File: config.mk
export PLATFORM = sky130hd
export DESIGN_NAME = side_ch_event_counter_flat
export DESIGN_NICKNAME = d
export VERILOG_FILES = /design/src/verilog/side_ch_pkg.sv /design/src/verilog/side_ch_cfg_if.sv /design/src/verilog/side_ch_event_counter.sv /design/src/flat_wrapper.sv
export SDC_FILE = /design/constraint.sdc
export NUM_CORES = 1
export LEC_CHECK = 0
export BUFFER_PORTS_ARGS = -buffer_cell sky130_fd_sc_hd__clkbuf_2
export CAP_MARGIN = 15
export CORE_ASPECT_RATIO = 1.1
export CORE_UTILIZATION = 35
export DETAILED_ROUTE_END_ITERATION = 12
export GPL_TIMING_DRIVEN = 0
export PLACE_DENSITY_LB_ADDON = 0.05
export SLEW_MARGIN = 20
export SYNTH_ARGS = -nofsm -noshare
export SYNTH_HDL_FRONTEND = slang
export SYNTH_SLANG_ARGS = --single-unit
export TNS_END_PERCENT = 100
File: constraint.sdc
create_clock -name clk -period 4.95 [get_ports clk]
set_clock_uncertainty 0.2 [all_clocks]
set_input_delay 0.2475 -clock clk [delete_from_list [all_inputs] [get_ports clk]]
set_output_delay 0.2475 -clock clk [all_outputs]
set_load 0.01 [all_outputs]
File: src/verilog/side_ch_pkg.sv
// side channel shared constants

package side_ch_pkg;

  // data path widths
  localparam int TSF_WIDTH  = 64;
  localparam int IQ_WIDTH   = 16;
  localparam int CSI_WIDTH  = 2 * IQ_WIDTH;
  localparam int AXIS_WIDTH = 64;

  // host register port
  localparam int REG_WIDTH      = 32;
  localparam int REG_ADDR_WIDTH = 5;

  // one frame is a time stamp word then two csi samples per word
  localparam int CSI_PER_FRAME = 64;
  localparam int FRAME_WORDS   = 1 + CSI_PER_FRAME / 2;

  localparam int NUM_EVENTS = 4;

  // register map
  localparam logic [REG_ADDR_WIDTH-1:0] REG_SOFT_RESET   = REG_ADDR_WIDTH'(0);
  localparam logic [REG_ADDR_WIDTH-1:0] REG_CAPTURE      = REG_ADDR_WIDTH'(1);
  localparam logic [REG_ADDR_WIDTH-1:0] REG_DMA_LEN      = REG_ADDR_WIDTH'(2);
  localparam logic [REG_ADDR_WIDTH-1:0] REG_EVENT_SEL    = REG_ADDR_WIDTH'(19);
  localparam logic [REG_ADDR_WIDTH-1:0] REG_FIFO_COUNT   = REG_ADDR_WIDTH'(20);
  // counters sit at base .. base+3
  localparam logic [REG_ADDR_WIDTH-1:0] REG_COUNTER_BASE = REG_ADDR_WIDTH'(26);

endpackage

File: src/verilog/side_ch_cfg_if.sv
// side channel configuration bus

`timescale 1ns/1ps

interface side_ch_cfg_if
  import side_ch_pkg::*;
#(
  parameter int COUNTER_WIDTH = 16
) ();

  logic                     soft_reset;
  logic                     capture_en;
  logic [REG_WIDTH-1:0]     dma_len;
  logic [NUM_EVENTS-1:0]    event_sel;
  // one-cycle clear per counter
  logic [NUM_EVENTS-1:0]    clear;
  logic [COUNTER_WIDTH-1:0] count0;
  logic [COUNTER_WIDTH-1:0] count1;
  logic [COUNTER_WIDTH-1:0] count2;
  logic [COUNTER_WIDTH-1:0] count3;

  modport regs (
    output soft_reset, capture_en, dma_len, event_sel, clear,
    input  count0, count1, count2, count3
  );

  modport control (input soft_reset, capture_en);

  modport stream (input soft_reset, dma_len);

  modport counter (
    input  event_sel, clear,
    output count0, count1, count2, count3
  );

endinterface

File: src/verilog/side_ch_event_counter.sv
// side channel event counters

`timescale 1ns/1ps

module side_ch_event_counter
  import side_ch_pkg::*;
#(
  parameter int COUNTER_WIDTH = 16
)
(
  input  logic           clk,
  input  logic           rst_n,
  input  logic           short_preamble_detected,
  input  logic           long_preamble_detected,
  input  logic           pkt_header_valid_strobe,
  input  logic           pkt_header_valid,
  input  logic           fcs_in_strobe,
  input  logic           fcs_ok,
  input  logic           frame_captured,
  input  logic           frame_dropped,
  side_ch_cfg_if.counter cfg
);

  logic [NUM_EVENTS-1:0]    evt;
  logic [COUNTER_WIDTH-1:0] count_q [NUM_EVENTS];

  // select bit low picks the first source
  assign evt[0] = cfg.event_sel[0] ? long_preamble_detected : short_preamble_detected;
  assign evt[1] = pkt_header_valid_strobe &
                  (cfg.event_sel[1] ? ~pkt_header_valid : pkt_header_valid);
  assign evt[2] = fcs_in_strobe & (cfg.event_sel[2] ? ~fcs_ok : fcs_ok);
  assign evt[3] = cfg.event_sel[3] ? frame_dropped : frame_captured;

  always_ff @(posedge clk or negedge rst_n)
  begin
    if (!rst_n)
    begin
      for (int i = 0; i < NUM_EVENTS; i++)
        count_q[i] <= '0;
    end
    else
    begin
      for (int i = 0; i < NUM_EVENTS; i++)
      begin
        // clear wins over a same-cycle event
        if (cfg.clear[i])
          count_q[i] <= '0;
        else if (evt[i])
          count_q[i] <= count_q[i] + 1'b1;
      end
    end
  end

  assign cfg.count0 = count_q[0];
  assign cfg.count1 = count_q[1];
  assign cfg.count2 = count_q[2];
  assign cfg.count3 = count_q[3];

endmodule

File: src/flat_wrapper.sv
// flat-port wrapper written by rule: the top's interface ports become plain ports
module side_ch_event_counter_flat import side_ch_pkg::*;
#(
  parameter int COUNTER_WIDTH = 16
)
  (clk, rst_n, short_preamble_detected, long_preamble_detected, pkt_header_valid_strobe, pkt_header_valid, fcs_in_strobe, fcs_ok, frame_captured, frame_dropped, cfg_event_sel, cfg_clear, cfg_count0, cfg_count1, cfg_count2, cfg_count3);
  side_ch_cfg_if #(.COUNTER_WIDTH(COUNTER_WIDTH)) cfg_i ();
  input  logic clk;
  input  logic rst_n;
  input  logic short_preamble_detected;
  input  logic long_preamble_detected;
  input  logic pkt_header_valid_strobe;
  input  logic pkt_header_valid;
  input  logic fcs_in_strobe;
  input  logic fcs_ok;
  input  logic frame_captured;
  input  logic frame_dropped;
  input wire logic [$bits(cfg_i.event_sel)-1:0] cfg_event_sel;
  input wire logic [$bits(cfg_i.clear)-1:0] cfg_clear;
  output wire logic [$bits(cfg_i.count0)-1:0] cfg_count0;
  output wire logic [$bits(cfg_i.count1)-1:0] cfg_count1;
  output wire logic [$bits(cfg_i.count2)-1:0] cfg_count2;
  output wire logic [$bits(cfg_i.count3)-1:0] cfg_count3;
  assign cfg_i.event_sel = cfg_event_sel;
  assign cfg_i.clear = cfg_clear;
  assign cfg_count0 = cfg_i.count0;
  assign cfg_count1 = cfg_i.count1;
  assign cfg_count2 = cfg_i.count2;
  assign cfg_count3 = cfg_i.count3;
  side_ch_event_counter #(.COUNTER_WIDTH(COUNTER_WIDTH)) u_core (.clk(clk), .rst_n(rst_n), .short_preamble_detected(short_preamble_detected), .long_preamble_detected(long_preamble_detected), .pkt_header_valid_strobe(pkt_header_valid_strobe), .pkt_header_valid(pkt_header_valid), .fcs_in_strobe(fcs_in_strobe), .fcs_ok(fcs_ok), .frame_captured(frame_captured), .frame_dropped(frame_dropped), .cfg(cfg_i));
endmodule
==> results of run 1 <==
cells by family (layout without fill, tap and decap cells):
kind of cell	Yosys count	after routing	share of synthesized area
simple gates	155	155	0.257
flops	64	64	0.493
compound gates	53	53	0.0925
xor+xnor	34	34	0.0917
buf+inv	20	118	0.0235
mux	8	8	0.0266
fa+ha+maj	4	4	0.0154
critical path, cell delays in order (launching register included):
cell     delay (ps)
dfrtp_1         420
nand3_1         230
or4b_1          500
buf_2           180
or4_1           400
a21oi_1         170
per-stage QoR:
stage / setup slack (ps) / power, W / util / cells
2_1_floorplan: 2890 / 0.000583 / - / 338
6_report: 2760 / 0.00118 / 0.458 / 550
5_1_grt: 2630 / 0.00123 / 0.458 / 550
4_1_cts: 2750 / 0.00120 / 0.458 / 550
3_3_place_gp: 2710 / 0.000619 / 0.424 / 530
3_5_place_dp: 2730 / 0.000621 / 0.426 / 531
path summary, 6_finish.rpt:
kind | slack [ps] | depth (start not counted) | endpoint
hold / removal | 60 | 2 | u_core.cfg.count0[13]
max in group asynchronous | 3730 | 3 | u_core.cfg.count3[4]
setup / recovery | 2760 | 5 | u_core.cfg.count1[11]
hold reg to reg | 360 | 2 | u_core.cfg.count0[15]
setup reg to reg | 2760 | 5 | u_core.cfg.count1[11]
min in group asynchronous | 260 | 2 | u_core.cfg.count1[15]
area by class of cell:
| cell class | count | area, sq um |
|---|---|---|
| clock buffer | 11 | 151 |
| sequential | 64 | 1600 |
| tap | 114 | 143 |
| fill | 890 | 4830 |
| buffer | 13 | 50.0 |
| timing repair buffer | 82 | 443 |
| inverter | 7 | 26.3 |
| multi-input combinational | 254 | 1570 |
| clock inverter | 5 | 103 |
cell usage after synthesis:
cell type   n
nand4_1    10
or4b_1      2
a31o_2      2
nand4b_1    1
mux2_2      5
inv_1       7
or4_1       7
buf_1       4
nor4_1      2
nor2_1     39
o41ai_1     2
buf_2       1
nand2b_1    2
a211oi_1    1
nand3b_1    1
nand3_1    19
xnor2_1    17
nor2b_1     5
or3_1      14
nor3_1      7
xor2_1     17
ha_1        4
and4_1      4
clkbuf_1    8
o31ai_1     7
nand2_1    25
dfrtp_1    64
nor3b_1     2
or2_2       1
nor4b_1     6
mux2i_1     3
o21ai_0    14
a21oi_1    27
and3_1      7
nor4b_2     1
layer usage:
metal  global-route usage  up-vias
met5                    0        -
met4               0.0817        0
met3               0.0354        9
met2                0.263       56
met1                0.207     1370
li1                     -     1389
where the power goes:
part / total, W / switching [W] / leakage, nW / internal (W)
logic: 0.0000727 / 0.0000472 / 0.791 / 0.0000255
clock network: 0.000571 / 0.000210 / 0.126 / 0.000361
registers: 0.000538 / 0.00000847 / 0.890 / 0.000529
registers in the layout (all words and copies together) (netlist names):
| name | flops |
|---|---|
| u_core.cfg.count0 | 16 |
| u_core.cfg.count1 | 16 |
| u_core.cfg.count2 | 16 |
| u_core.cfg.count3 | 16 |
==> summary.md, run 1 <==
| Metric | Value |
|---|---|
| WL met2 | 3.56 mm |
| Total track usage | 0.163 |
| WL/cell | 13.6 um |
| Critical Path Start Type | register |
| Worst Setup SP | u_core.cfg.count1[2] |
| Post-DP HPWL | 5.27 mm |
| Synthesized Nets | 360 |
| Vias | about 2800 |
| Top-area cell type share of the netlist area | 0.493 |
| First-pass GRT wire length | 12.2 mm |
| Sequential area share after synthesis | 0.493 |
| Worst reg2reg startpoint | u_core.cfg.count1[2] |
| # resized after CTS | 0 |
| Setup bufs post-CTS | 0 |
| Yosys cell types | 35 |
| Fin. max-slew vios | 0 |
| Largest net degree at the start of global routing | a little over 40 |
| Synthesized flop and latch total | 64 |
| Vias per Instance | around 5.1 |
| Highest Signal Layer | met4 |
| Mean Syn Cell Area | between 9 and 10 sq um |
| Row count | 36 |
| Final setup fails | 0 |
| Clock root cell | clkbuf_8 |
| Inserted Clock Buffers | 9 |
| DIE AREA | 9660 sq um |
| Commonest non-fill, non-tap cell in the layout | clkbuf_2 |
| Initial antenna violation count | 0 |
| Status | finished clean |
| Number of synthesis warnings | 0 |
| Worst skew pair latency | ~340 ps |
| Most frequent cells in the layout | clkbuf_2 (77), dfrtp_1 (64), nor2_1 (39) |
| Final hold vios | 0 |
| N_diodes | 0 |
| Routed wire length | ~7.5 mm |
| Remaining Overflow, GRT | 0 |
| Vias in the first global route | 2514 |
| Clock sink total | 64 |
| Area leader, netlist | dfrtp_1 |
| Hold slack | around 56 ps |
| Lkg Pwr | roughly 1.8 nW |
| Power per Cell Area | between 200 and 300 nW/um^2 |
| Area grow syn2layout | 25.9% |
| DP Area | between 3000 and 4000 sq um |
| Max cap viols | 0 |
| Post-route cell area | approximately 4000 sq um |
| Hold Startpoint | cfg_clear[0] |
| DRT met1 WL | approximately 3.5 mm |
| Period utilization | 0.443 |
| Largest buffer count on any clock path | 2 |
| Worst VDD drop | 0.149 mV |
| Share of cells above drive strength 1 | 0.241 |
| Max-slew headroom | 0.528 |
| Crit path max fanout | 9 |
| Netlist Area Pre-Place | between 3000 and 4000 sq um |
| Clk slew on worst S/H paths | 80 ps |
| Worst slew pin tran | roughly 700 ps |
| Critical Path AT | 2240 ps |
| # hold bufs at CTS | 3 |
| CTS tree | done |
| WP data required | ~5000 ps |
| Critical path class | reg -> reg |
| First-pass detailed-route iteration total | 4 |
| Synth area leaders | dfrtp_1 (49%), xnor2_1 (4.6%), xor2_1 (4.6%) |
| Htree depth | 3 |
| # IOs | 82 |
| Final nets | around 450 |
| Die extent in x | 93.8 um |
| Worst hold-check path type | in -> reg |
| DR DRC count | 0 |
| Setup TNS | 0 ps |
| RSZ-0062 raised after global routing | false |
| Initial DRC count | between 50 and 60 |
| Crit end category | register |
| Die Span Y | 103 um |
| Placer Congestion | between 0.7 and 0.8 |
| Post-route ant nets | 0 |
| FMAX | ~460 MHz |
| Initial Utilization | 0.364 |
| Post-Syn Instances | ~340 |
| Core area | between 8000 and 9000 sq um |
| Final worst path period need | about 2200 ps |
| Detail Route met3 WL | between 300 and 400 um |
| Port bufs | 78 |
(Power assumes the default switching activity.)
==> run 2, diff against run 1 <==
clock period = 2.2 ns   (was 4.95 ns; I/O delays follow)
==> run 2 against run 1 <==
  * Die area did not move
  * Fmax up 4.7%
  * Final cell count grew 1.1%
  * Hold slack got worse by 21 ps
  * Routed wire length is 0.19% higher
  * Setup slack worse by 2700 ps
  * Clock-buffer cell count did not move
  * First-iteration DRC count is 3.9% higher
  * Global-route usage grew 0.095 points
  * Non-clock buffer count grew 6
  * Core utilization up 0.93 points
  * Cell area rose by 2.0%
  * Critical path type unchanged
  * Largest cell class unchanged
  * Largest power group unchanged
  * Highest routed layer unchanged
==> summary.md, run 2 (synthesized netlist as in run 1, its figures left out) <==
| Metric | Value |
|---|---|
| Worst Setup SP | u_core.cfg.count1[3] |
| Die extent in x | ~94 um |
| Clock sink total | between 60 and 70 |
| Worst skew pair latency | about 340 ps |
| Worst reg2reg startpoint | u_core.cfg.count1[3] |
| Clock root cell | clkbuf_8 |
| Vias | between 2000 and 3000 |
| PnR worst setup slack | between 100 and 150 ps |
| RSZ-0062 raised after global routing | false |
| Post-route cell area | roughly 4200 sq um |
| Final worst path period need | approximately 2100 ps |
| Critical path class | reg -> reg |
| Post-route ant nets | 0 |
| Final hold vios | 0 |
| Hold Startpoint | pkt_header_valid |
| Setup TNS | 0 ps |
| Die Span Y | 103 um |
| Core area | around 8900 sq um |
| First-pass detailed-route iteration total | 4 |
| Most frequent cells in the layout | clkbuf_2 (77), dfrtp_1 (63), nor2_1 (39) |
| Power per Cell Area | about 640 nW/um^2 |
| CTS tree | done |
| N_diodes | 0 |
| Fin. max-slew vios | 0 |
| Crit path max fanout | 9 |
| Area grow syn2layout | 28.4% |
| FMAX | roughly 480 MHz |
| Placer Congestion | 0.724 |
| Htree depth | 3 |
| Worst hold-check path type | in -> reg |
| # IOs | a little over 80 |
| Largest net degree at the start of global routing | 41 |
| Routed wire length | approximately 7.5 mm |
| First-pass GRT wire length | between 10 and 15 mm |
| Vias per Instance | between 5 and 6 |
| DR DRC count | 0 |
| Row count | 36 |
| Final nets | around 460 |
| Vias in the first global route | 2542 |
| Setup slack at placement | approximately 26 ps |
| Inserted Clock Buffers | 9 |
| Clk slew on worst S/H paths | 80 ps |
| Crit end category | register |
| Critical Path Start Type | register |
| Post-DP HPWL | about 5.3 mm |
| Worst VDD drop | ~0.33 mV |
| Multi-input gate area | ~1600 sq um |
| Initial antenna violation count | 0 |
| Max cap viols | 0 |
| Filler cell count | just under 900 |
| Worst slew pin tran | just over 700 ps |
| WP data required | about 2300 ps |
| Share of cells above drive strength 1 | 0.247 |
| DP Area | ~3800 sq um |
| Total track usage | 0.164 |
| Period utilization | 0.951 |
| Final setup fails | 0 |
| Internal reg-to-reg setup slack | between 100 and 150 ps |
| Status | finished clean |
| WL/cell | around 13 um |
| FF+latch area | around 1600 sq um |
| Commonest non-fill, non-tap cell in the layout | clkbuf_2 |
| Remaining Overflow, GRT | 0 |
| Initial DRC count | 53 |
| Critical Path AT | approximately 2200 ps |
| Max-slew headroom | 0.525 |
| Initial Utilization | 0.364 |
| DIE AREA | approximately 9700 sq um |
| Lkg Pwr | 1.85 nW |
| Largest buffer count on any clock path | 2 |
| Port bufs | 78 |
[run 2: path summary, 6_finish.rpt]
check,cells after the start,to
hold / removal,5,u_core.cfg.count1[0]
hold reg to reg,2,u_core.cfg.count0[15]
setup / recovery,5,u_core.cfg.count1[11]
setup reg to reg,5,u_core.cfg.count1[11]
min in group asynchronous,2,u_core.cfg.count1[15]
max in group asynchronous,3,u_core.cfg.count3[4]
[run 2: layer usage]
layer | routed length, um | up-vias | global-route usage
met5 | 0 | - | 0
met2 | 3530 | 54 | 0.263
met1 | 3520 | 1395 | 0.209
li1 | - | 1402 | -
met3 | 316 | 10 | 0.0354
met4 | 134 | 0 | 0.0817
[run 2: cell type report]
type                       count  share of cell area
buffer                        12              0.0111
timing repair buffer          89               0.122
clock inverter                 5              0.0246
clock buffer                  11              0.0363
inverter                       7             0.00630
multi-input combinational    254               0.380
tap                          114              0.0342
sequential                    64               0.385
[run 2: report_power, final]
group          switching, W  internal, W
clock network      0.000470     0.000813
registers         0.0000187      0.00119
logic              0.000109    0.0000671
[run 2: per-stage QoR]
step	util	instances	hold WS (ps)	power (W)
2_1_floorplan	-	338	-386	0.00131
3_3_place_gp	0.424	530	208	0.00139
3_5_place_dp	0.426	531	-21.4	0.00140
4_1_cts	0.465	556	16.8	0.00271
5_1_grt	0.467	556	66.8	0.00278
6_report	0.467	556	35.2	0.00267
[run 2: what timing repair did]
action / CTS / global route
buffers inserted: 0 / 1
resized for setup: 1 / 3
setup endpoints to repair: 1 / 5
endpoints found under the hold margin: 59 / 0
hold buffers: 9 / 0
[run 2: critical path, stage by stage, from the launching register on]
cell and delay, ps:
dfrtp_1 420, nand3_2 160, or4b_1 480, buf_2 180, or4_1 400, a21oi_1 160
==> run 3, diff against run 2 <==
MAX_ROUTING_LAYER = met4   (was default)
==> run 3 against run 2 <==
  * First-iteration DRC count shrank 3.8%
  * Highest routed layer unchanged
  * Clock-buffer cell count is the same
  * Sequential cell count is the same
  * Via count is the same
  * Power is essentially flat
==> summary.md, run 3 (synthesized netlist as in run 1, its figures left out) <==
| Metric | Value |
|---|---|
| Final hold vios | 0 |
| Total track usage | 0.169 |
| Remaining Overflow, GRT | 0 |
| Post-DP HPWL | between 5 and 6 mm |
| Status | finished clean |
| Max-slew headroom | 0.525 |
| Clock sink total | 64 |
| Htree depth | 3 |
| Pwr Total | 0.00267 W |
| Lkg Pwr | 1.85 nW |
| Post-route ant nets | 0 |
| Crit-path cells | nand3_2 > or4b_1 > buf_2 > or4_1 > a21oi_1 |
| Crit path largest cell delay | between 400 and 500 ps |
| Inserted Clock Buffers | 9 |
| Initial DRC count | between 50 and 60 |
| Row count | 36 |
| Area grow syn2layout | 28.4% |
| Final cell count without fillers | between 500 and 600 |
| Max cap viols | 0 |
| Commonest non-fill, non-tap cell in the layout | clkbuf_2 |
| CP top delay family | simple AND/OR/NAND/NOR gates |
| DIE AREA | 9660 sq um |
| Vias per Instance | roughly 5.1 |
| Critical Path AT | 2150 ps |
| Final worst path period need | ~2100 ps |
| Inst Count DP | around 530 |
| Hold Startpoint | pkt_header_valid |
| N_diodes | 0 |
| Port bufs | 78 |
| Vias in the first global route | around 2600 |
| CP Depth | 5 |
| Worst hold-check path type | in -> reg |
| Critical Path Start Type | register |
| Fin. max-slew vios | 0 |
| Most frequent cells in the layout | clkbuf_2 (77), dfrtp_1 (63), nor2_1 (39) |
| Largest net degree at the start of global routing | 41 |
| PnR worst setup slack | 108 ps |
| Final setup fails | 0 |
| Largest buffer count on any clock path | 2 |
| Setup TNS | 0 ps |
| RSZ-0062 raised after global routing | false |
| Worst slew pin tran | between 700 and 800 ps |
| Slowest-stage cell, CP | or4b_1 |
| Routed wire length | ~7.5 mm |
| Critical path class | reg -> reg |
| CP endpoint | u_core.cfg.count1[11] |
| Core area | slightly below 9000 sq um |
| First-pass detailed-route iteration total | 4 |
| Worst skew pair latency | roughly 340 ps |
| First-pass GRT wire length | around 12 mm |
| Clock root cell | clkbuf_8 |
| Clk slew on worst S/H paths | 80 ps |
| Worst reg2reg startpoint | u_core.cfg.count1[3] |
| WP data required | roughly 2300 ps |
| Critical R2R Capture | u_core.cfg.count1[11] |
| Power per Cell Area | around 640 nW/um^2 |
| Die extent in x | roughly 94 um |
| Initial antenna violation count | 0 |
| DR DRC count | 0 |
| Initial Utilization | 0.364 |
| Vias | roughly 2900 |
| Critical path buffers and inverters | 1 |
| Crit path max fanout | 9 |
| Period utilization | 0.951 |
| Setup slack at placement | between 20 and 30 ps |
| Internal reg-to-reg setup slack | about 110 ps |
| Die Span Y | between 100 and 150 um |
| Placer Congestion | about 0.73 |
| WL/cell | between 10 and 15 um |
| R2R cell count | 5 |
| Final nets | between 400 and 500 |
| Share of cells above drive strength 1 | 0.247 |
| Worst Setup SP | u_core.cfg.count1[3] |
| CTS tree | done |
| Worst VDD drop | approximately 0.33 mV |
| Crit end category | register |
| Filler cell count | between 800 and 900 |
| FMAX | 478 MHz |
| # IOs | 82 |
## run 3: worst min-delay path: cells and delay by family
| kind | cells | cell delay [ps] |
|---|---|---|
| buf+inv | 1 | 100 |
| simple gates | 2 | 170 |
| xor+xnor | 2 | 160 |
## run 3: layer usage
metal	vias to the layer above	GRT usage	wire length, um
met4	0	0.0710	112
met2	58	0.264	3530
met1	1387	0.209	3520
met5	-	-	0
li1	1403	-	-
met3	13	0.0413	340
## run 3: worst min path at each step
stage                                  endpoint  slack [ps]  cells past startpoint
after floorplan            u_core.cfg.count0[0]        -390                      0
after global placement     u_core.cfg.count2[1]         210                      3
after detailed placement  u_core.cfg.count1[13]         -20                      1
after CTS                  u_core.cfg.count1[0]          20                      5
after global routing       u_core.cfg.count0[1]          60                      4
final                      u_core.cfg.count1[0]          40                      5
## run 3: what timing repair did
action	CTS	global route
pin swaps	0	0
endpoints found under the setup margin	1	5
hold endpoints to repair	59	0
hold buffers	9	0
buffers inserted	0	1
gates cloned	0	0
resized for setup	1	3
## run 3: layout make-up
| cell class | instances | area, sq um | share of cell area |
|---|---|---|---|
| multi-input combinational | 254 | 1590 | 0.380 |
| timing repair buffer | 89 | 510 | 0.122 |
| clock buffer | 11 | 151 | 0.0363 |
| inverter | 7 | 26.3 | 0.00630 |
| clock inverter | 5 | 103 | 0.0246 |
| sequential | 64 | 1600 | 0.385 |
| buffer | 12 | 46.3 | 0.0111 |
| tap | 114 | 143 | 0.0342 |
## run 3: per-stage QoR
step	hold slack [ps]	instance area (sq um)	util
6_report	35.2	4170	0.467
5_1_grt	64.3	4170	0.467
4_1_cts	16.8	4150	0.465
3_5_place_dp	-21.4	3800	0.426
3_3_place_gp	208	3780	0.424
2_1_floorplan	-386	3250	-
## run 3: where the power goes
group          switching [W]  total [W]  internal (W)
clock network       0.000470    0.00128      0.000813
registers          0.0000187    0.00121       0.00119
logic               0.000109   0.000176     0.0000671
total               0.000597    0.00267       0.00207
