==> src/verilog/side_ch_pkg.sv <==
// side channel shared constants

package side_ch_pkg;

  // data path widths
  localparam int TSF_WIDTH  = 64;
  localparam int IQ_WIDTH   = 16;
  localparam int CSI_WIDTH  = 2 * IQ_WIDTH;
  localparam int AXIS_WIDTH = 64;

  // host register port
  localparam int REG_WIDTH      = 32;
  localparam int REG_ADDR_WIDTH = 5;

  // one frame is a time stamp word then two csi samples per word
  localparam int CSI_PER_FRAME = 64;
  localparam int FRAME_WORDS   = 1 + CSI_PER_FRAME / 2;

  localparam int NUM_EVENTS = 4;

  // register map
  localparam logic [REG_ADDR_WIDTH-1:0] REG_SOFT_RESET   = REG_ADDR_WIDTH'(0);
  localparam logic [REG_ADDR_WIDTH-1:0] REG_CAPTURE      = REG_ADDR_WIDTH'(1);
  localparam logic [REG_ADDR_WIDTH-1:0] REG_DMA_LEN      = REG_ADDR_WIDTH'(2);
  localparam logic [REG_ADDR_WIDTH-1:0] REG_EVENT_SEL    = REG_ADDR_WIDTH'(19);
  localparam logic [REG_ADDR_WIDTH-1:0] REG_FIFO_COUNT   = REG_ADDR_WIDTH'(20);
  // counters sit at base .. base+3
  localparam logic [REG_ADDR_WIDTH-1:0] REG_COUNTER_BASE = REG_ADDR_WIDTH'(26);

endpackage

==> src/verilog/side_ch_cfg_if.sv <==
// side channel configuration bus

`timescale 1ns/1ps

interface side_ch_cfg_if
  import side_ch_pkg::*;
#(
  parameter int COUNTER_WIDTH = 16
) ();

  logic                     soft_reset;
  logic                     capture_en;
  logic [REG_WIDTH-1:0]     dma_len;
  logic [NUM_EVENTS-1:0]    event_sel;
  // one-cycle clear per counter
  logic [NUM_EVENTS-1:0]    clear;
  logic [COUNTER_WIDTH-1:0] count0;
  logic [COUNTER_WIDTH-1:0] count1;
  logic [COUNTER_WIDTH-1:0] count2;
  logic [COUNTER_WIDTH-1:0] count3;

  modport regs (
    output soft_reset, capture_en, dma_len, event_sel, clear,
    input  count0, count1, count2, count3
  );

  modport control (input soft_reset, capture_en);

  modport stream (input soft_reset, dma_len);

  modport counter (
    input  event_sel, clear,
    output count0, count1, count2, count3
  );

endinterface

==> src/verilog/side_ch_fifo_if.sv <==
// side channel buffer bus

`timescale 1ns/1ps

interface side_ch_fifo_if
  import side_ch_pkg::*;
#(
  parameter int FIFO_DEPTH = 256
) ();

  // fill count reaches FIFO_DEPTH, so one extra bit
  localparam int COUNT_WIDTH = $clog2(FIFO_DEPTH) + 1;

  logic                   wr_en;
  logic [AXIS_WIDTH-1:0]  wr_data;
  logic                   rd_en;
  logic [AXIS_WIDTH-1:0]  rd_data;
  logic                   empty_n;
  logic [COUNT_WIDTH-1:0] count;

  modport writer (output wr_en, wr_data, input count);

  modport reader (output rd_en, input rd_data, empty_n, count);

  modport fifo (
    input  wr_en, wr_data, rd_en,
    output rd_data, empty_n, count
  );

endinterface

==> src/verilog/side_ch_m_axis.sv <==
// side channel output stream master

`timescale 1ns/1ps

module side_ch_m_axis
  import side_ch_pkg::*;
(
  input  logic                  clk,
  input  logic                  rst_n,
  side_ch_cfg_if.stream         cfg,
  side_ch_fifo_if.reader        fifo,
  output logic                  m_axis_tvalid,
  output logic [AXIS_WIDTH-1:0] m_axis_tdata,
  output logic                  m_axis_tlast,
  input  logic                  m_axis_tready
);

  logic                 busy_q;
  logic [REG_WIDTH-1:0] len_q;
  logic [REG_WIDTH-1:0] word_cnt_q;
  logic                 start;
  logic                 handshake;
  logic                 last_word;

  // a transfer only starts once all its words are buffered
  assign start     = !busy_q && (cfg.dma_len != '0) &&
                     (REG_WIDTH'(fifo.count) >= cfg.dma_len);
  assign last_word = (word_cnt_q == len_q - 1'b1);
  assign handshake = m_axis_tvalid && m_axis_tready;

  always_ff @(posedge clk or negedge rst_n)
  begin
    if (!rst_n)
    begin
      busy_q     <= 1'b0;
      len_q      <= '0;
      word_cnt_q <= '0;
    end
    else if (cfg.soft_reset)
    begin
      busy_q     <= 1'b0;
      len_q      <= '0;
      word_cnt_q <= '0;
    end
    else if (start)
    begin
      // length held for the whole transfer
      busy_q     <= 1'b1;
      len_q      <= cfg.dma_len;
      word_cnt_q <= '0;
    end
    else if (handshake)
    begin
      if (last_word)
        busy_q <= 1'b0;
      else
        word_cnt_q <= word_cnt_q + 1'b1;
    end
  end

  assign m_axis_tvalid = busy_q && fifo.empty_n;
  assign m_axis_tdata  = fifo.rd_data;
  assign m_axis_tlast  = busy_q && last_word;
  assign fifo.rd_en    = handshake;

endmodule

==> src/flat_wrapper.sv <==
// flat-port wrapper written by rule: the top's interface ports become plain ports
module side_ch_m_axis_flat import side_ch_pkg::*;
  (clk, rst_n, m_axis_tvalid, m_axis_tdata, m_axis_tlast, m_axis_tready, cfg_soft_reset, cfg_dma_len, fifo_rd_en, fifo_rd_data, fifo_empty_n, fifo_count);
  side_ch_cfg_if cfg_i ();
  side_ch_fifo_if fifo_i ();
  input  logic clk;
  input  logic rst_n;
  output logic m_axis_tvalid;
  output logic [AXIS_WIDTH-1:0] m_axis_tdata;
  output logic m_axis_tlast;
  input  logic m_axis_tready;
  input wire logic [$bits(cfg_i.soft_reset)-1:0] cfg_soft_reset;
  input wire logic [$bits(cfg_i.dma_len)-1:0] cfg_dma_len;
  output wire logic [$bits(fifo_i.rd_en)-1:0] fifo_rd_en;
  input wire logic [$bits(fifo_i.rd_data)-1:0] fifo_rd_data;
  input wire logic [$bits(fifo_i.empty_n)-1:0] fifo_empty_n;
  input wire logic [$bits(fifo_i.count)-1:0] fifo_count;
  assign cfg_i.soft_reset = cfg_soft_reset;
  assign cfg_i.dma_len = cfg_dma_len;
  assign fifo_rd_en = fifo_i.rd_en;
  assign fifo_i.rd_data = fifo_rd_data;
  assign fifo_i.empty_n = fifo_empty_n;
  assign fifo_i.count = fifo_count;
  side_ch_m_axis u_core (.clk(clk), .rst_n(rst_n), .cfg(cfg_i), .fifo(fifo_i), .m_axis_tvalid(m_axis_tvalid), .m_axis_tdata(m_axis_tdata), .m_axis_tlast(m_axis_tlast), .m_axis_tready(m_axis_tready));
endmodule
==> config.mk <==
export PLATFORM = sky130hd
export DESIGN_NAME = side_ch_m_axis_flat
export DESIGN_NICKNAME = d
export VERILOG_FILES = /design/src/verilog/side_ch_pkg.sv /design/src/verilog/side_ch_cfg_if.sv /design/src/verilog/side_ch_fifo_if.sv /design/src/verilog/side_ch_m_axis.sv /design/src/flat_wrapper.sv
export SDC_FILE = /design/constraint.sdc
export NUM_CORES = 1
export LEC_CHECK = 0
export BUFFER_PORTS_ARGS = -buffer_cell sky130_fd_sc_hd__buf_2
export CAP_MARGIN = 20
export CORE_AREA = 2 2 111 92
export CTS_CLUSTER_DIAMETER = 200
export DETAILED_ROUTE_END_ITERATION = 6
export DIE_AREA = 0 0 113 94
export HOLD_SLACK_MARGIN = 0.15
export PLACE_DENSITY = 0.85
export SETUP_SLACK_MARGIN = 0.05
export SLEW_MARGIN = 0
export SYNTH_ARGS = -nofsm -noshare
export SYNTH_HDL_FRONTEND = slang
export SYNTH_SLANG_ARGS = --single-unit
==> constraint.sdc <==
create_clock -name clk -period 6.45 [get_ports clk]
set_input_delay 1.29 -clock clk [delete_from_list [all_inputs] [get_ports clk]]
set_output_delay 1.29 -clock clk [all_outputs]
set_load 0.01 [all_outputs]
==> results of run 1 <==
## state kept, by name, summed over array words and instances, names as in the netlist
| register | count |
|---|---|
| u_core.busy_q | 1 |
| u_core.len_q | 32 |
| u_core.word_cnt_q | 32 |
## report_power, final
group / total [mW] / switching (mW) / internal, mW
Combinational: 0.0509 / 0.0313 / 0.0195
Sequential: 0.408 / 0.00000000954 / 0.408
Clock: 0.464 / 0.191 / 0.272
Total: 0.922 / 0.223 / 0.700
## per-layer routing
layer  vias to the layer above  global-route usage (%)
li1                       2019                       -
met1                      2125                   34.97
met2                       229                   37.92
met3                        52                   6.581
met4                         0                   10.87
met5                         -                       0
## worst max path at each step
| stage | end | slack, ns |
|---|---|---|
| global placement | m_axis_tlast | 1.63 |
| floorplan | m_axis_tlast | 2.02 |
| global route | m_axis_tlast | 0.85 |
| finish | m_axis_tlast | 1.08 |
| detailed placement | m_axis_tlast | 1.55 |
| CTS | m_axis_tlast | 1.13 |
## final cells by class
class,count,area [um2]
Fill cell,826,4222
Clock buffer,11,242.7
Tap cell,119,148.9
Clock inverter,5,40.04
Inverter,24,90.09
Sequential cell,65,1627
Timing Repair Buffer,53,289.0
Multi-Input combinational cell,408,2790
## through the flow
stage	worst slack, ns	instance area, um2	util, %
2_1_floorplan	2.022	5121	-
3_3_place_gp	1.630	4918	52.05
3_5_place_dp	1.548	4918	52.05
4_1_cts	1.125	5201	55.05
5_1_grt	0.8538	5228	55.32
6_report	1.082	5228	55.32
## layout by cell type (no fill, tap or decap), types with 19 or more instances in the layout
cell	Yosys	layout
and2_1	25	25
buf_2	6	48
dfrtp_1	65	65
inv_1	24	24
nand2_1	30	30
nand3_1	23	23
nor2_1	39	39
nor3_1	19	19
or4_1	24	24
xnor2_1	23	23
xor2_1	19	19
## cell families (layout without fill, tap and decap cells)
family                     after synthesis  after routing  synth area share (%)
muxes                                   13             13                 2.541
xor gates and xnor gates                42             42                 7.183
adders and majority gates               11             11                 2.687
buffers and inverters                  118             93                 14.02
DFF                                     65             65                 31.76
and+or+nand+nor                        247            247                 28.73
AOI/OAI and AO/OA                       95             95                 13.07
## worst reg2reg max path: stages, from the launching register on
cell and delay [ns]:
dfrtp_1 0.45, inv_1 0.09, ha_1 0.25, or3b_2 0.53
nor3_1 0.25, xnor2_1 0.20, nand4b_1 0.12, or4_1 0.53
or4_1 0.71, o21ai_2 0.54, buf_6 0.25, nor4_1 0.07
o21a_1 0.18
==> metrics.txt, run 1 <==
uppermost routed layer met4; #FFs+latches synth 65; CTS tree yes; ys async rst share 100.0%; crit path launch u_core.len_q[0]$_DFFE_PN0P_; worst hold path depth 1; Most used DFF post-synth dfrtp_1; mean post-synth cell area 8.665 um2; Max stage delay on crit path 0.71 ns; Initial DRT Pass Iterations 7; maximum VDD drop 129.8 uV; non-filler cells, final 685; dpl cells 667; run status finished with violations; Port Buffers 48; first-pass GRT wire length 21380 um; Fmax achieved 186.3 MHz; Post-CTS Setup Inserts 0; Root Buffer clkbuf_16; fin nets 682; CORE AREA 9449 um2; Synth area leader dfrtp_1; cell mode on critical path or4_1; WL/cell 19.33 um; pin count of the biggest net entering global routing 66; Iteration-0 DRC Markers 354; n_diodes 0; crit-path cells inv_1 -> ha_1 -> or3b_2 -> nor3_1 -> xnor2_1 -> nand4b_1 -> or4_1 -> or4_1 -> nor2_1 -> and2_1 -> buf_2; Vias/cell 6.460; synth cell count leaders buf_4, dfrtp_1, nor2_1; gr ovfl total 0; ANT nets after route 0; Tot GR Track Use 25.41%; Mapped Cells 591; Clock Pin Slew Worst Setup and Hold Paths 0.06 ns; largest fanout on the critical path 7; Clock Skews 0.006650 ns; Ys Warns 0; RSZ-0062 raised after global routing false; Area Growth Syn to Fin 2.077%; Final Max Slew Viols 0; max_cap viols 0; Max Buffers Root-to-Sink 2; Crit path max-delay family simple AND/OR/NAND/NOR gates; metal2 WL 6160 um; Pleak 2.252 nW; # rows 32; Vias 4425; r2r worst-path depth 12; CP Capture Type output port; final setup fails 0; layout cell share with drive strength beyond 1 15.90%; antenna violations before repair 0; CTS resizes 0; met3 routed WL 1243 um; latest clock arrival within the worst-skew pair 0.34 ns; cts hold-fix bufs 0; worst setup path class flip-flop to output port; TritonCTS buffer count 9; area of the mapped netlist 5121 um2; CP max-delay cell or4_1; Metal-1 WL 5484 um; GPL Wtd Cong 0.9374; hold_sp u_core.len_q[31]$_DFFE_PN0P_; R2R Setup Slk 2.19 ns; Worst Path Arrival 4.08 ns; drc violations 6; Die X 113 um; Startpoint Class flip-flop; setup TNS 0 ns; HP Class flip-flop to flip-flop; # IOs 177; die area 10620 um2; reg2reg start u_core.len_q[0]$_DFFE_PN0P_; drt total wl 13240 um; Fin Hold WS 0.5159 ns; Die Y-Extent 94 um; Final HPWL DP 9729 um; pwr dens 176.5 nW/um2; Critical Path RT 5.16 ns; Worst Hold End u_core.len_q[31]$_DFFE_PN0P_; failing checks DRC; Clock Sinks 65; Worst path depth 11; register area share after synthesis 31.76%; Synth area leaders dfrtp_1, buf_4, xnor2_1; CP Buf/Inv Count 2; total power 0.9224 mW; Synth cell types 61; Post-Syn Nets 712; Final Hold Viols 0; slew margin rel. 44.62%; Initial Utilization 54.20%; top-area cell type share of the netlist area 31.76%; Reg-to-Reg End u_core.word_cnt_q[16]$_DFFE_PN0P_; worst-margin pin slew 0.8307 ns; min cycle time layout 5.368 ns; H-tree levels 3; Post-synth EDFFs 0; Final period util 83.23%; vias in the first global route 4298
Power figures use the tool's default switching activity.
==> run 2: changes to the inputs <==
- ABC_AREA: default -> 1
- CORE_AREA: 2 2 111 92 -> 2 2 128 105
- DIE_AREA: 0 0 113 94 -> 0 0 130 107
- PLACE_DENSITY: 0.85 -> 0.77
- clock period: 6.45 -> 4.76 ns (I/O delays scaled with it)
==> run 2 against run 1 <==
The flow now finishes without violations. Total power increased by 39%. Cell count is 56% higher. Synthesized cell count increased by 55%. Area after synthesis up 16%. Combinational power increased by 73%. Sequential share of layout area is 4.5 points lower. First-iteration DRC count grew 37%. Clock-buffer cell count decreased by 1. Flip-flop and latch count stayed put. Wire length grew 14%. Setup slack improved by 0.19 ns. Utilization down 6.9 points.
==> metrics.txt, run 2 <==
Synth cell types 42 (-31%); gr ovfl total 0 (unchanged); slew margin rel. 34.56% (-10 points); clock share of power 49.7% (-0.6 points); WL/cell 14.14 um (-27%); Vias/cell 5.199 (-20%); Startpoint Class flip-flop; Pleak 3.058 nW (+36%); synth cell count leaders nand2_1, nor2_1, inv_1; Synth area leader dfrtp_1; Root Buffer clkbuf_16; ys async rst share 100.0% (unchanged); Fmax achieved 287.0 MHz; r2r worst-path depth 15 (+3); top-area cell type share of the netlist area 27.32% (-4.4 points); latest clock arrival within the worst-skew pair 0.34 ns (about the same); CORE AREA 12640 um2 (+34%); Sequential Power Share 43.4% (-0.8 points); area of the mapped netlist 5953 um2 (+16%); non-filler cells, final 1069 (+56%); TritonCTS buffer count 9 (unchanged); fin worst setup slack 1.276 ns (+0.1939 ns); first-pass GRT wire length 25160 um (+18%); Mapped Cells 917 (+55%); Initial Utilization 47.10% (-7.1 points); setup TNS 0 ns (unchanged); Die X 130 um (+15%); pin count of the biggest net entering global routing 47 (-29%); max_cap viols 0 (unchanged); Crit path max-delay family simple AND/OR/NAND/NOR gates; Clock Pin Slew Worst Setup and Hold Paths 0.06 ns (about the same); vias in the first global route 5218 (+21%); logic gate share of total power 6.9% (+1.4 points); Synth area leaders dfrtp_1, nand2_1, buf_4; drt total wl 15120 um (+14%); Post-synth EDFFs 0 (unchanged); Max Buffers Root-to-Sink 2 (unchanged); die area 13910 um2 (+31%); Die Y-Extent 107 um (+14%); run status completed; drc violations 0 (-6); Iteration-0 DRC Markers 486 (+37%); Final Cell Area 6118 um2 (+17%); pwr dens 209.4 nW/um2 (+19%); worst setup path class flip-flop to output port; CP Buf/Inv Count 3 (+1); Final HPWL DP 11810 um (+21%); min cycle time layout 3.484 ns; Post-Syn Nets 1038 (+46%); commonest non-fill, non-tap cell in the layout nand2_1; CP max-delay cell dfrtp_1; CTS tree yes; Worst Path Arrival 2.53 ns (-1.55 ns); CP Capture Type output port; crit-path cells inv_1 -> ha_1 -> nand2_2 -> nor2_4 -> nand2_1 -> inv_2 -> nand2_1 -> a22oi_1 -> o2111ai_1 -> nor2_1 -> nand2_1 -> nor3_1 -> buf_2; largest fanout on the critical path 8 (+1); Port Buffers 48 (unchanged); dpl cells 1052 (+58%); Final period util 73.20%; Fin Hold WS 0.4458 ns (-0.07017 ns); top-count cell post-synth nand2_1; Post-CTS Setup Inserts 0 (unchanged); antenna violations before repair 0 (unchanged); Final Max Slew Viols 0 (unchanged); biggest regs u_core.len_q (32), u_core.word_cnt_q (32), u_core.busy_q (1); Post-Place Setup Slack 1.387 ns (-0.1614 ns); Most used DFF post-synth dfrtp_1; #FFs+latches synth 65 (unchanged); cell mode on critical path nand2_1; Clock Skews 0.005389 ns (-0.001261 ns); Tot GR Track Use 23.01% (-2.4 points); final setup fails 0 (unchanged); CTS resizes 0 (unchanged); H-tree levels 3 (unchanged); n_diodes 0 (unchanged); ANT nets after route 0 (unchanged); maximum VDD drop 151.1 uV (+16%); Internal 0.9574 mW (+37%); post-route core utilization 48.41% (-6.9 points); # IOs 177 (unchanged); HP Class input port to asynchronous set/reset pin; Reg-to-Reg End u_core.word_cnt_q[7]$_DFFE_PN0P_; Clock Sinks 65 (unchanged); Cell Area, Placed 5809 um2 (+18%); Initial DRT Pass Iterations 5 (-2); P_sw 0.3240 mW (+46%); Ys Warns 0 (unchanged); Area Growth Syn to Fin 2.774%; RSZ-0062 raised after global routing false; Final Hold Viols 0 (unchanged); most frequent cells in the layout nand2_1, nor2_1, inv_1, dfrtp_1, nand3_1; register area share after synthesis 27.32% (-4.4 points); reg2reg start u_core.len_q[0]$_DFFE_PN0P_; # rows 37 (+16%); cts hold-fix bufs 0 (unchanged); worst-margin pin slew 0.9805 ns (+0.1499 ns); Max stage delay on crit path 0.40 ns (-0.31 ns); fin nets 1010 (+48%); layout cell share with drive strength beyond 1 10.07% (-5.8 points); switching share of power 25.29% (+1.2 points); mean post-synth cell area 6.492 um2 (-25%); Critical Path RT 3.81 ns (-1.35 ns); total power 1.281 mW (+39%); R2R Setup Slk 1.52 ns (-0.67 ns); crit path launch u_core.len_q[0]$_DFFE_PN0P_; GPL Wtd Cong 0.9235 (-1.5%); Vias 5558 (+26%)
==> run 2: kinds of logic after synthesis <==
| family | count (synthesis) | share of synthesized area, % |
|---|---|---|
| adders and majority gates | 11 | 2.312 |
| buffers and inverters | 195 | 17.00 |
| DFF | 65 | 27.32 |
| and+or+nand+nor | 548 | 40.29 |
| xor gates and xnor gates | 63 | 9.500 |
| AOI/OAI and AO/OA | 35 | 3.573 |
==> run 2: power groups by stage <==
stage | sequential, mW | combinational [mW] | clock, mW
after global placement | 0.566 | 0.0848 | 0
after floorplan | 0.565 | 0.102 | 0
final | 0.556 | 0.0883 | 0.637
after detailed placement | 0.566 | 0.0865 | 0
after global routing | 0.556 | 0.101 | 0.665
after CTS | 0.556 | 0.0870 | 0.646
==> run 2: worst max path at each step <==
stage          slack, ns  cells after the start                                 to
2_1_floorplan       1.97                     12                       m_axis_tlast
3_3_place_gp        1.38                     14  u_core.word_cnt_q[10]$_DFFE_PN0P_
3_5_place_dp        1.39                     12  u_core.word_cnt_q[24]$_DFFE_PN0P_
4_1_cts             1.28                     13                       m_axis_tlast
5_1_grt             1.05                     13                       m_axis_tlast
6_report            1.28                     13                       m_axis_tlast
==> run 2: metal layers <==
layer / part of all wire (%) / routed length [um] / up-vias / track usage (%)
li1: - / - / 2771 / -
met1: 47 / 7033 / 2586 / 31.42
met2: 44 / 6615 / 177 / 35.08
met3: 7.7 / 1170 / 24 / 6.737
met4: 2.0 / 295 / 0 / 7.220
met5: 0 / 0 / - / 0
==> run 2: area by class of cell <==
class / instances / area [um2]
inverter: 105 / 394.1
multi-input combinational: 657 / 3314
timing repair buffer: 51 / 275.3
sequential: 65 / 1627
clock inverter: 6 / 50.05
tap: 175 / 219.0
clock buffer: 10 / 239.0
fill: 1261 / 6520
==> run 3: changes to the inputs <==
- clock period: 4.76 -> 3.18 ns (I/O delays scaled with it)
==> run 3 against run 2 <==
Clock power is 68% higher. Die area stayed put. Total power is 59% higher. First-iteration DRC count is 2.1% lower. Clock skew is 0.0025 ns higher. Via count is 1.7% higher. Global-route usage is 1.3 points higher. Highest routed layer unchanged. Worst hold slack worse by 0.086 ns. Final area is 3.6% higher. Critical path depth is 1 lower.
==> metrics.txt, run 3 (synthesized netlist as in run 2, its figures left out) <==
maximum VDD drop 235.0 uV (+56%); Initial DRT Pass Iterations 5 (unchanged); Clock Skews 0.007928 ns (+0.002538 ns); TritonCTS buffer count 9 (unchanged); Worst Path Arrival 2.32 ns (-0.21 ns); Die Y-Extent 107 um (unchanged); ANT nets after route 0 (unchanged); Iteration-0 DRC Markers 476 (-2.1%); setup TNS 0 ns (unchanged); WL/cell 15.04 um (+6.4%); drc violations 0 (unchanged); Final Hold Viols 0 (unchanged); max_cap viols 0 (unchanged); Pleak 3.152 nW (+3.1%); r2r worst-path depth 15 (unchanged); Final period util 92.80%; Clock Sinks 65 (unchanged); Post-Place Setup Slack 0.3936 ns (-0.9931 ns); worst setup path class flip-flop to output port; GPL Wtd Cong 0.9692 (+4.9%); Max Buffers Root-to-Sink 2 (unchanged); reg2reg start u_core.len_q[5]$_DFFE_PN0P_; fin worst setup slack 0.2290 ns (-1.047 ns); Tot GR Track Use 24.30% (+1.3 points); min cycle time layout 2.951 ns; HP Class input port to asynchronous set/reset pin; die area 13910 um2 (unchanged); run status completed; largest fanout on the critical path 5 (-3); antenna violations before repair 0 (unchanged); CTS tree yes; number of fill cells in the layout 1252 (-0.71%); H-tree levels 3 (unchanged); R2R Setup Slk 0.48 ns (-1.04 ns); latest clock arrival within the worst-skew pair 0.33 ns (about the same); Area Growth Syn to Fin 6.473%; pwr dens 321.5 nW/um2 (+53%); n_diodes 0 (unchanged); Critical Path RT 2.54 ns (-1.27 ns); slew margin rel. 50.43% (+16 points); Port Buffers 48 (unchanged); final setup fails 0 (unchanged); Reg-to-Reg End u_core.word_cnt_q[7]$_DFFE_PN0P_; worst-margin pin slew 0.7435 ns (-0.2370 ns); CP Capture Type output port; Die X 130 um (unchanged); most frequent cells in the layout nand2_1, nor2_1, inv_1, dfrtp_1, nand3_1; RSZ-0062 raised after global routing false; layout cell share with drive strength beyond 1 13.29% (+3.2 points); CORE AREA 12640 um2 (unchanged); Initial Utilization 47.10% (unchanged); fin nets 1019 (+0.89%); Final Max Slew Viols 0 (unchanged); Vias 5651 (+1.7%); Root Buffer clkbuf_16; gr ovfl total 0 (unchanged); # rows 37 (unchanged); commonest non-fill, non-tap cell in the layout nand2_1; pin count of the biggest net entering global routing 38 (-19%); Startpoint Class flip-flop; biggest regs u_core.len_q (32), u_core.word_cnt_q (32), u_core.busy_q (1); Clock Pin Slew Worst Setup and Hold Paths 0.05 ns (about the same); Final HPWL DP 12450 um (+5.3%); # IOs 177 (unchanged); drt total wl 16220 um (+7.3%); Fmax achieved 338.9 MHz; first-pass GRT wire length 26680 um (+6.1%); vias in the first global route 5418 (+3.8%); Vias/cell 5.242 (+0.82%)
-- run 3: changes by cell type in the layout (fill, tap and decap cells not counted), moves of 3 or more --
cell / before / now
nor2_1: 135 / 122
nand2_1: 239 / 236
nor2_4: 4 / 9
buf_4: 2 / 9
inv_6: 3 / 0
nor2_2: 5 / 13
-- run 3: critical path, stage by stage, from the launching register on --
cell	delay, ns
dfrtp_1	0.44
nor2_2	0.16
nand2_1	0.10
nor2_4	0.17
buf_4	0.18
nand3_1	0.07
o21ai_0	0.11
o21a_1	0.18
nand4_1	0.10
nor2_1	0.11
nand2_1	0.06
nor3_1	0.14
buf_2	0.16
-- run 3: through the flow --
stage	cell area [um2]	hold WS [ns]	utilization [%]	instances	total power, mW
floorplan	5953	0.3404	-	917	0.9979
detailed placement	5864	0.5122	46.40	1056	0.9837
finish	6339	0.3601	50.15	1078	2.038
CTS	6213	0.3815	49.16	1074	2.059
global placement	5864	0.5025	46.40	1056	0.9789
global route	6339	0.4047	50.15	1078	2.112
-- run 3: worst max-delay path by stage --
stage | cells past startpoint | from | endpoint | slack (ns)
floorplan | 12 | u_core.len_q[0]$_DFFE_PN0P_ | m_axis_tlast | 0.71
global placement | 14 | u_core.len_q[5]$_DFFE_PN0P_ | m_axis_tlast | 0.43
detailed placement | 14 | u_core.len_q[5]$_DFFE_PN0P_ | m_axis_tlast | 0.39
CTS | 13 | u_core.len_q[0]$_DFFE_PN0P_ | m_axis_tlast | 0.07
global route | 12 | u_core.len_q[5]$_DFFE_PN0P_ | m_axis_tlast | 0.05
finish | 12 | u_core.len_q[5]$_DFFE_PN0P_ | m_axis_tlast | 0.23
-- run 3: routing by layer --
metal / share of wire, % / GRT usage, %
met2: 42 / 35.71
met4: 1.2 / 5.453
met1: 48 / 35.19
met3: 9.1 / 7.036
met5: 0 / 0
-- run 3: power by group --
part           switching [mW]  leakage [nW]  internal [mW]
combinational          0.0894          2.09         0.0479
sequential            0.00334         0.904          0.829
clock                   0.362         0.159          0.706
-- run 3: final cells by class --
class	count	area, um2	area share (%)
Timing Repair Buffer	60	367.9	5.803
Clock buffer	11	242.7	3.829
Clock inverter	5	78.83	1.244
Sequential cell	65	1629	25.70
Inverter	105	394.1	6.218
Multi-Input combinational cell	657	3407	53.75
Tap cell	175	219.0	3.454
-- run 3: repair_timing --
item | in CTS | in global routing
hold endpoints to repair | 0 | 0
pin swaps | 1 | 3
setup endpoints to repair | 1 | 1
gates resized for setup | 0 | 29
cloned | 0 | 0
hold buffers | 0 | 0
setup buffers | 2 | 4
